===== config.mk =====
export PLATFORM = sky130hd
export DESIGN_NAME = uartTop
export DESIGN_NICKNAME = d
export VERILOG_FILES = /design/src/rtl/axiLitePkg.sv /design/src/rtl/uartPkg.sv /design/src/rtl/uartRegs.sv /design/src/rtl/byteFifo.sv /design/src/rtl/uartTx.sv /design/src/rtl/uartTop.sv
export VERILOG_INCLUDE_DIRS = /design/src /design/src/rtl
export SDC_FILE = /design/constraint.sdc
export NUM_CORES = 1
export LEC_CHECK = 0
export ABC_CLOCK_PERIOD_IN_PS = 4600
export BUFFER_PORTS_ARGS = -buffer_cell sky130_fd_sc_hd__buf_2
export CORE_UTILIZATION = 62
export DETAILED_ROUTE_END_ITERATION = 10
export GPL_ROUTABILITY_DRIVEN = 1
export PLACE_DENSITY = 0.95
export SKIP_LAST_GASP = 1
export SYNTH_ARGS = -nofsm -noshare
export SYNTH_HDL_FRONTEND = slang
export SYNTH_SLANG_ARGS = --single-unit

===== constraint.sdc =====
create_clock -name clk -period 4.6 [get_ports clk]
set_input_delay 0.23 -clock clk [delete_from_list [all_inputs] [get_ports clk]]
set_output_delay 0.23 -clock clk [all_outputs]
set_load 0.03 [all_outputs]

===== src/rtl/uart_macros.svh =====
`ifndef UART_MACROS_SVH
`define UART_MACROS_SVH

// System clock and default line rate.
`define UART_CLK_HZ 10000000
`define UART_BAUD 625000

// Clock cycles per bit after reset.
`define UART_DEFAULT_DIV (`UART_CLK_HZ / `UART_BAUD)

// The transmit FIFO holds 2**UART_FIFO_LOG2 bytes.
`define UART_FIFO_LOG2 3

// Register byte offsets.
`define UART_ADDR_TXDATA 4'h0
`define UART_ADDR_STATUS 4'h4
`define UART_ADDR_DIV 4'h8

`endif


===== src/rtl/axiLitePkg.sv =====
package axiLitePkg;

    typedef enum logic [1:0] {
        RESP_OKAY   = 2'b00,
        RESP_SLVERR = 2'b10
    } resp_e;

    typedef struct packed {
        logic [3:0] addr;
    } awChan_s;

    typedef struct packed {
        logic [31:0] data;
        logic [3:0]  strb;
    } wChan_s;

    typedef struct packed {
        logic [3:0] addr;
    } arChan_s;

    typedef struct packed {
        logic [31:0] data;
        resp_e       resp;
    } rChan_s;

endpackage


===== src/rtl/uartPkg.sv =====
package uartPkg;

    // One byte as it travels through the transmit FIFO.
    typedef logic [7:0] txByte_t;

    typedef struct packed {
        logic [23:0] reserved;
        txByte_t     data;
    } txDataReg_s;

    typedef struct packed {
        logic [15:0] reserved;
        logic [15:0] divisor;
    } ctrlReg_s;

    // The same write word seen as TXDATA or as DIV, chosen by the address.
    typedef union packed {
        txDataReg_s tx;
        ctrlReg_s   ctrl;
    } regWord_u;

    typedef struct packed {
        logic [24:0] reserved;
        logic        txBusy;
        logic        empty;
        logic        full;
        logic [3:0]  level;
    } status_s;

endpackage


===== src/rtl/uartRegs.sv =====
`timescale 1ns/1ps
`include "uart_macros.svh"

module uartRegs (
    input  logic                clk,
    input  logic                arstN,
    input  axiLitePkg::awChan_s aw,
    input  logic                awValid,
    output logic                awReady,
    input  axiLitePkg::wChan_s  w,
    input  logic                wValid,
    output logic                wReady,
    output logic                bValid,
    output axiLitePkg::resp_e   bResp,
    input  logic                bReady,
    input  axiLitePkg::arChan_s ar,
    input  logic                arValid,
    output logic                arReady,
    output logic                rValid,
    output axiLitePkg::rChan_s  r,
    input  logic                rReady,
    input  logic                fifoFull,
    input  logic [3:0]          fifoLevel,
    input  logic                txBusy,
    output logic                pushValid,
    output uartPkg::txByte_t    pushData,
    output logic [15:0]         divisor
);

    uartPkg::regWord_u wrWord;
    uartPkg::status_s  statusWord;
    logic              wrFire;
    logic              rdFire;
    logic              wrTx;
    logic              wrDiv;
    logic              wrKnown;

    // AW and W are taken together, and only while no write response waits.
    assign wrFire  = awValid && wValid && !bValid;
    assign awReady = wrFire;
    assign wReady  = wrFire;

    assign wrWord  = w.data;
    assign wrTx    = (aw.addr == `UART_ADDR_TXDATA);
    assign wrDiv   = (aw.addr == `UART_ADDR_DIV);
    assign wrKnown = wrTx || wrDiv || (aw.addr == `UART_ADDR_STATUS);

    // A byte written while the FIFO is full is dropped.
    assign pushValid = wrFire && wrTx && !fifoFull;
    assign pushData  = wrWord.tx.data;

    assign rdFire  = arValid && !rValid;
    assign arReady = rdFire;

    always_comb begin
        statusWord        = '0;
        statusWord.level  = fifoLevel;
        statusWord.full   = fifoFull;
        statusWord.empty  = (fifoLevel == 4'd0);
        statusWord.txBusy = txBusy;
    end

    always_ff @(posedge clk or negedge arstN) begin
        if (!arstN) begin
            bValid  <= 1'b0;
            rValid  <= 1'b0;
            divisor <= 16'(`UART_DEFAULT_DIV);
        end else begin
            if (wrFire) begin
                bValid <= 1'b1;
            end else if (bReady) begin
                bValid <= 1'b0;
            end
            if (rdFire) begin
                rValid <= 1'b1;
            end else if (rReady) begin
                rValid <= 1'b0;
            end
            if (wrFire && wrDiv && (w.strb[1:0] == 2'b11)) begin
                divisor <= wrWord.ctrl.divisor;  // Both divisor bytes must be strobed.
            end
        end
    end

    always_ff @(posedge clk) begin
        if (wrFire) begin
            if (!wrKnown || (wrTx && fifoFull)) begin
                bResp <= axiLitePkg::RESP_SLVERR;
            end else begin
                bResp <= axiLitePkg::RESP_OKAY;
            end
        end
    end

    always_ff @(posedge clk) begin
        if (rdFire) begin
            r.resp <= axiLitePkg::RESP_OKAY;
            case (ar.addr)
                `UART_ADDR_STATUS: begin
                    r.data <= statusWord;
                end
                `UART_ADDR_DIV: begin
                    r.data <= {16'h0000, divisor};
                end
                `UART_ADDR_TXDATA: begin
                    r.data <= '0;  // Transmit data is write only.
                end
                default: begin
                    r.data <= '0;
                    r.resp <= axiLitePkg::RESP_SLVERR;
                end
            endcase
        end
    end

endmodule


===== src/rtl/byteFifo.sv =====
`timescale 1ns/1ps

module byteFifo #(
    parameter int depthLog2 = 3
) (
    input  logic                 clk,
    input  logic                 arstN,
    input  logic                 pushValid,
    input  uartPkg::txByte_t     pushData,
    input  logic                 popReady,
    output logic                 full,
    output logic [depthLog2:0]   level,
    output logic                 popValid,
    output uartPkg::txByte_t     popData
);

    localparam int depth = 1 << depthLog2;

    uartPkg::txByte_t     mem [depth];
    logic [depthLog2-1:0] wrPtr;
    logic [depthLog2-1:0] rdPtr;
    logic                 doPush;
    logic                 doPop;

    assign full     = level[depthLog2];  // The level reaches the top bit only at depth.
    assign popValid = (level != '0);
    assign popData  = mem[rdPtr];

    assign doPush = pushValid && !full;
    assign doPop  = popReady && popValid;

    always_ff @(posedge clk or negedge arstN) begin
        if (!arstN) begin
            wrPtr <= '0;
            rdPtr <= '0;
            level <= '0;
        end else begin
            if (doPush) begin
                wrPtr <= wrPtr + 1'b1;  // Pointers wrap at depth.
            end
            if (doPop) begin
                rdPtr <= rdPtr + 1'b1;
            end
            case ({doPush, doPop})
                2'b10:   level <= level + 1'b1;
                2'b01:   level <= level - 1'b1;
                default: level <= level;
            endcase
        end
    end

    always_ff @(posedge clk) begin
        if (doPush) begin
            mem[wrPtr] <= pushData;
        end
    end

endmodule


===== src/rtl/uartTx.sv =====
`timescale 1ns/1ps

module uartTx (
    input  logic             clk,
    input  logic             arstN,
    input  logic             popValid,
    input  uartPkg::txByte_t popData,
    input  logic [15:0]      divisor,
    output logic             popReady,
    output logic             txd,
    output logic             busy
);

    typedef enum logic [2:0] {
        Idle,
        Start,
        Data,
        Stop,
        Gap
    } txState_e;

    txState_e         state;
    logic [15:0]      bitDiv;
    logic [15:0]      cycleCnt;
    logic [2:0]       bitIdx;
    uartPkg::txByte_t shiftReg;
    logic             bitEnd;
    logic             doPop;

    // The gap cycle is idle line time, so the next byte may be taken there.
    assign popReady = (state == Idle) || (state == Gap);
    assign doPop    = popReady && popValid;
    assign bitEnd   = (cycleCnt == bitDiv - 16'd1);
    assign busy     = (state != Idle);

    always_ff @(posedge clk or negedge arstN) begin
        if (!arstN) begin
            state    <= Idle;
            txd      <= 1'b1;
            cycleCnt <= '0;
            bitIdx   <= '0;
        end else begin
            case (state)
                Idle, Gap: begin
                    if (doPop) begin
                        state    <= Start;
                        txd      <= 1'b0;
                        cycleCnt <= '0;
                    end else begin
                        state <= Idle;
                    end
                end
                Start: begin
                    if (bitEnd) begin
                        state    <= Data;
                        txd      <= shiftReg[0];
                        cycleCnt <= '0;
                        bitIdx   <= '0;
                    end else begin
                        cycleCnt <= cycleCnt + 16'd1;
                    end
                end
                Data: begin
                    if (bitEnd) begin
                        cycleCnt <= '0;
                        if (bitIdx == 3'd7) begin
                            state <= Stop;
                            txd   <= 1'b1;
                        end else begin
                            bitIdx <= bitIdx + 3'd1;
                            txd    <= shiftReg[0];
                        end
                    end else begin
                        cycleCnt <= cycleCnt + 16'd1;
                    end
                end
                Stop: begin
                    if (bitEnd) begin
                        state    <= Gap;
                        cycleCnt <= '0;
                    end else begin
                        cycleCnt <= cycleCnt + 16'd1;
                    end
                end
                default: state <= Idle;
            endcase
        end
    end

    // Byte and bit period are frozen for the whole frame.
    always_ff @(posedge clk) begin
        if (doPop) begin
            shiftReg <= popData;
            bitDiv   <= divisor;
        end else if (bitEnd && ((state == Start) || (state == Data))) begin
            shiftReg <= {1'b0, shiftReg[7:1]};  // LSB goes out first.
        end
    end

endmodule


===== src/rtl/uartTop.sv =====
`timescale 1ns/1ps
`include "uart_macros.svh"

module uartTop (
    input  logic                clk,
    input  logic                arstN,
    input  axiLitePkg::awChan_s aw,
    input  logic                awValid,
    output logic                awReady,
    input  axiLitePkg::wChan_s  w,
    input  logic                wValid,
    output logic                wReady,
    output logic                bValid,
    output axiLitePkg::resp_e   bResp,
    input  logic                bReady,
    input  axiLitePkg::arChan_s ar,
    input  logic                arValid,
    output logic                arReady,
    output logic                rValid,
    output axiLitePkg::rChan_s  r,
    input  logic                rReady,
    output logic                txd
);

    logic                     pushValid;
    uartPkg::txByte_t         pushData;
    logic                     fifoFull;
    logic [`UART_FIFO_LOG2:0] fifoLevel;
    logic                     popValid;
    uartPkg::txByte_t         popData;
    logic                     popReady;
    logic [15:0]              divisor;
    logic                     txBusy;

    uartRegs u_regs (
        .clk       (clk),
        .arstN     (arstN),
        .aw        (aw),
        .awValid   (awValid),
        .awReady   (awReady),
        .w         (w),
        .wValid    (wValid),
        .wReady    (wReady),
        .bValid    (bValid),
        .bResp     (bResp),
        .bReady    (bReady),
        .ar        (ar),
        .arValid   (arValid),
        .arReady   (arReady),
        .rValid    (rValid),
        .r         (r),
        .rReady    (rReady),
        .fifoFull  (fifoFull),
        .fifoLevel (fifoLevel),
        .txBusy    (txBusy),
        .pushValid (pushValid),
        .pushData  (pushData),
        .divisor   (divisor)
    );

    byteFifo #(
        .depthLog2 (`UART_FIFO_LOG2)
    ) u_fifo (
        .clk       (clk),
        .arstN     (arstN),
        .pushValid (pushValid),
        .pushData  (pushData),
        .popReady  (popReady),
        .full      (fifoFull),
        .level     (fifoLevel),
        .popValid  (popValid),
        .popData   (popData)
    );

    uartTx u_tx (
        .clk      (clk),
        .arstN    (arstN),
        .popValid (popValid),
        .popData  (popData),
        .divisor  (divisor),
        .popReady (popReady),
        .txd      (txd),
        .busy     (txBusy)
    );

endmodule


Word-level counts from Yosys, hierarchy flattened
Memory sizes are Yosys's and may differ from the RTL's.
Index checks and enable logic that the tools add are counted.
- register bits after elaboration: 111
- latch bits: 0
- memory bits (writable): 64
- bits in read-only memories: 0
- logic and storage cells: 112
- memories kept: 1
- add/sub/neg operators: 7
- $mul: 0
- div/mod/pow operators: 0
- order comparisons: 0
- equality and inequality tests: 19
- shifts and indexed selects: 0
- multiplexer cells: 30
- bitwise logic cells: 0
- reduce and logical (&&, ||, !) cells: 40
- memories (memory ; words ; bits a word ; read ports ; clocked after Yosys merged registers in ; wr ports ; RTL line ; RTL):
    u_fifo.mem ; 8 ; 8 ; 1 ; 0 ; 1 ; byteFifo.sv:19 ; uartPkg::txByte_t mem [depth];
- operators with widths (cell ; count):
    $pmux W16 S2 ; 2
    $mux W16 ; 2
    $mux W3 ; 7
    $add A16 B1 Y16 const B ; 1
    $eq A16 B16 Y1 ; 1
    $mux W8 ; 2
    $sub A16 B1 Y16 const B ; 1
    $logic_not A4 Y1 ; 3
    $pmux W3 S4 ; 1
    $reduce_and A4 Y1 ; 3
    $reduce_bool A2 Y1 ; 6
    $logic_and A1 B1 Y1 ; 11
    $mux W1 ; 11
    $add A3 B1 Y3 const B ; 3
    $eq A4 B3 Y1 const B ; 2
    $eq A4 B4 Y1 const B ; 2
    $ne A2 B1 Y1 const B ; 4
    $pmux W4 S2 ; 1
    $eq A3 B2 Y1 const B ; 2
    $eq A3 B3 Y1 const B ; 2
    $pmux W3 S2 ; 1
    $reduce_bool A3 Y1 ; 2
    $reduce_or A3 Y1 ; 2
    $logic_or A1 B1 Y1 ; 5
    13 further kinds ; 19

Logic depth before layout (Yosys ltp)
- word-level depth: 7
- depth in mapped cells: 12
- mapped depth without buffers: 12

Modules after synthesis
A second synthesis with hierarchy kept.
- cells, all modules: 547
- area, all modules: 7500.9 sq um
- by module, submodules not included (module ; times used ; cells an instance ; area an instance (sq um)):
    byteFifo ; 1 ; 158 ; 3114.2
    uartTx ; 1 ; 272 ; 2711.4
    uartRegs ; 1 ; 117 ; 1675.4

Worst setup path after synthesis
OpenSTA, ideal clock, no wires.
- path kind: flip-flop to flip-flop
- start: register u_tx.bitDiv[2]
- end: register u_tx.shiftReg[0], enable pin
- arrival: 2.836 ns
- setup slack: 1.438 ns
- stages on the path, launching flop included: 10
- path buffers: 2
- cell sequence: edfxtp_1 > or4_1 > buf_2 > or4_1 > a21oi_1 > nor3_1 > or4_1 > buf_2 > nor2_1 > a211o_1
- cells in the longest elaborated chain, start to end: 4
- RTL lines (what ; RTL line ; RTL):
    start: declaration ; uartTx.sv:23 ; logic [15:0] bitDiv;
    start signal: assignment ; uartTx.sv:94 ; bitDiv <= divisor;
    $sub A16 B1 Y16 ; uartTx.sv:33 ; assign bitEnd = (cycleCnt == bitDiv - 16'd1);
    $eq A16 B16 Y1 ; uartTx.sv:33 ;
    $logic_and A1 B1 Y1 ; uartTx.sv:95 ; end else if (bitEnd && ((state == Start) || (state == Data))) begin
    $reduce_bool A2 Y1 (no source line) ; -- ;
    end signal: assignment ; uartTx.sv:93 ; shiftReg <= popData;
    end signal: assignment ; uartTx.sv:96 ; shiftReg <= {1'b0, shiftReg[7:1]};
    end: declaration ; uartTx.sv:26 ; uartPkg::txByte_t shiftReg;
No other way between the ends.
A chain may end at the register's enable or synchronous reset.

Worst setup path in the final report
- start: register u_tx.bitDiv[4]
- end: register u_tx.shiftReg[5], enable pin
Same word-level chain as after synthesis.

==> impl_metrics.json <==
{
  "status": "finished with violations",
  "violations": "DRC",
  "ant_nets": 0,
  "drive_gt1_share_pct": 22.5,
  "dp_cells": 724,
  "place_hpwl_um": 9770,
  "nNetsFinal": 667,
  "rr_startpoint": "u_tx.bitDiv[4]",
  "yosysTopAreaCell": "edfxtp_1",
  "hold_viol": 0,
  "path_clk_slew_ps": 70,
  "cts_tree": "yes",
  "top_level_ports": 93,
  "p_leak_uw": 0.00320,
  "multi_input_area_um2": 2490,
  "ys_ff_latch": 157,
  "clk_latency_ps": 430,
  "synth_edf_count": 106,
  "clkSinkCount": 157,
  "htreeDepth": 4,
  "place_area_um2": 7510,
  "start_kind": "register",
  "overflow": 0,
  "route.final.wire_length_um": 17000,
  "hold_path_class": "input pin to register",
  "totalNegativeSetupSlack_ps": 0,
  "drtIter0Drc": 483,
  "synth-async-reset-ratio_pct": 32.5,
  "syn_avg_cell_area_um2": 13.2,
  "power.density_nw_per_um2": 568,
  "synth.distinct_cells": 59,
  "max_slew_margin_pct": 25.7,
  "synth_area_um2": 7160,
  "nFillCells": 597,
  "pre_cts_ws_ps": 1040,
  "antenna_found_initial": 0,
  "grt_pass1_wl_um": 26900,
  "drcViolationCount": 2,
  "syn_to_final_growth_pct": 13.4,
  "grt_max_degree": 52,
  "worstPathRequired_ps": 4690,
  "clockBufferDepth": 2,
  "drtPass1Iterations": 9,
  "worst_pin_slew_ps": 1110,
  "crit_path_end_kind": "register",
  "rsz0062_at_grt": "no",
  "synthFlopType": "edfxtp_1",
  "crit_path_max_fanout": 10,
  "io_buffers": 56,
  "num_vias": 4917,
  "final.min_clock_period_ps": 3710,
  "rows": 38,
  "hold_start": "w[13]",
  "die_y_um": 109,
  "cts_root_buf": "clkbuf_16",
  "stdcell_count": 760,
  "synth_largest_type_area_fraction_pct": 44.4,
  "synthTopCellsByArea": "edfxtp_1, dfrtp_1, mux4_2, mux2_2, nor2_1",
  "numCtsBuffers": 17,
  "die_area_um2": 12000,
  "die_w_um": 109,
  "setup_violations": 0,
  "finalInstanceArea_um2": 8120,
  "fmax_ghz": 0.269,
  "ir_drop_v": 0.000365,
  "drv_slew": 0,
  "period_share_pct": 80.7,
  "seqCellArea_um2": 4460,
  "core_area_um2": 11000,
  "startpoint": "u_tx.bitDiv[4]",
  "max-cap-violations": 0,
  "wire_per_inst_um": 22.3,
  "ys_seq_area_share_pct": 62.3,
  "worst-endpoint-arrival_ps": 3800,
  "yosysWarnings": 0,
  "grt_pass1_vias": 4981,
  "fin_ws_ps": 886,
  "track_usage_pct": 31.5,
  "synth_cells": 542,
  "viasPerCell": 6.47,
  "fin_skew_ps": 11.8,
  "start_util_pct": 65.0,
  "crit_type": "register to register",
  "routabilityCongestion": 0.916
}
-- logic make-up (layout without fill, tap and decap cells) --
group / count (synthesis) / count (layout) / synth area share (%)
AOI/OAI and AO/OA: 68 / 68 / 6.22
and+or+nand+nor: 178 / 178 / 12.5
xor gates and xnor gates: 36 / 36 / 4.40
buffers and inverters: 50 / 110 / 3.81
other: 1 / 19 / 0.0523
DFF: 157 / 157 / 62.3
adders and majority gates: 10 / 10 / 1.85
muxes: 42 / 42 / 8.94
-- final timing paths --
| path | endpoint | slack, ps | cells after the start |
|---|---|---|---|
| max reg2reg | u_tx.shiftReg[5] | 890 | 7 |
| min in group asynchronous | u_regs.divisor[14] | 460 | 3 |
| max in group asynchronous | u_fifo.level[1] | 3660 | 3 |
| min reg2reg | u_tx.bitDiv[8] | 480 | 0 |
| max | u_tx.shiftReg[5] | 890 | 7 |
| min | u_regs.divisor[9] | 30 | 2 |
-- timing repair --
| action | 4_1_cts | 5_1_grt |
|---|---|---|
| endpoints found under the hold margin | 50 | 1 |
| hold buffers | 2 | 1 |
| gates resized for setup | 0 | 0 |
| setup buffers | 0 | 0 |
-- critical path, stage by stage, from the launching register on --
cell and delay [ps]:
edfxtp_1 530, nor4_2 810, nand4_1 220, xnor2_1 290, nand3_1 120, or4_1 700, nor2_1 320, a211o_1 380
-- cell usage after synthesis (2+ instances only) --
cell,n
o31ai_1,2
mux4_2,16
a31oi_1,4
xor2_1,16
nor3_1,12
and3_1,4
inv_1,11
nand4b_1,2
nand3_1,11
nor2_1,47
a31o_2,2
and2_1,11
dfrtp_1,49
a22oi_1,4
nand4_1,7
nor4_1,6
o211ai_1,3
o21ai_0,13
o311ai_0,2
xnor2_1,20
a21boi_0,2
or4_1,4
ha_1,9
nand2b_1,8
edfxtp_1,106
clkbuf_1,12
dfstp_2,2
a21o_1,6
or3_1,3
a21oi_1,17
buf_4,20
buf_1,4
mux2i_1,10
a211oi_1,2
buf_2,2
o22ai_1,2
nand2_1,45
nand3b_1,2
or2_2,3
nor2b_1,7
mux2_2,16
-- state kept, by name, summed over array words and instances (netlist names) --
signal / cells
u_fifo.wrPtr: 3
u_fifo.rdPtr: 3
u_tx.state: 3
u_regs.divisor: 16
u_fifo.level: 4
u_regs.rValid: 1
u_regs.r: 17
u_regs.bValid: 1
u_fifo.mem: 64
u_tx.bitIdx: 3
u_regs.bResp: 1
u_tx.shiftReg: 8
u_tx.cycleCnt: 16
u_tx.txd: 1
u_tx.bitDiv: 16
-- per-layer routing --
metal	vias to the layer above	part of all wire, %	global-route usage [%]
met5	-	0	0
met2	386	49	49.4
met3	88	10	7.59
met1	2355	36	40.5
met4	0	4.3	18.0
li1	2088	-	-
-- placed cells by master, fill, tap and decap left out, types with 7 or more instances in the layout --
cell type,instances
xor2_1,16
nor2b_1,7
nand2b_1,8
a21oi_1,17
mux2_2,16
clkbuf_16,17
inv_1,11
nand2_1,45
mux4_2,16
and2_1,11
edfxtp_1,106
mux2i_1,10
nand4_1,7
buf_4,8
dfrtp_1,49
ha_1,9
buf_2,56
nand3_1,11
o21ai_0,13
nor3_1,12
nor2_1,47
conb_1,18
xnor2_1,20
-- through the flow --
stage | power, uW | hold slack, ps | utilization, %
after detailed placement | 3160 | 392 | 68.1
after floorplan | 2860 | -65.6 | -
after global routing | 4790 | 27.7 | 73.6
after global placement | 3060 | 382 | 68.1
after CTS | 4580 | 2.93 | 73.5
final | 4610 | 31.5 | 73.6
-- report_power, final --
| part | total (uW) | switching [uW] | internal (uW) |
|---|---|---|---|
| registers | 2050 | 304 | 1750 |
| clock network | 1370 | 606 | 764 |
| logic | 1190 | 687 | 503 |
| total | 4610 | 1600 | 3010 |
-- final cells by class --
cell class	instances	share of cell area, %
inverters	11	0.508
clock buffers	18	5.28
clock inverters	14	1.82
repair buffers	67	4.56
multi-input cells	352	30.7
diodes	1	0.0308
flip-flops and latches	157	54.9
well taps	140	2.16
Note: power is estimated with default switching activity, not from simulation.
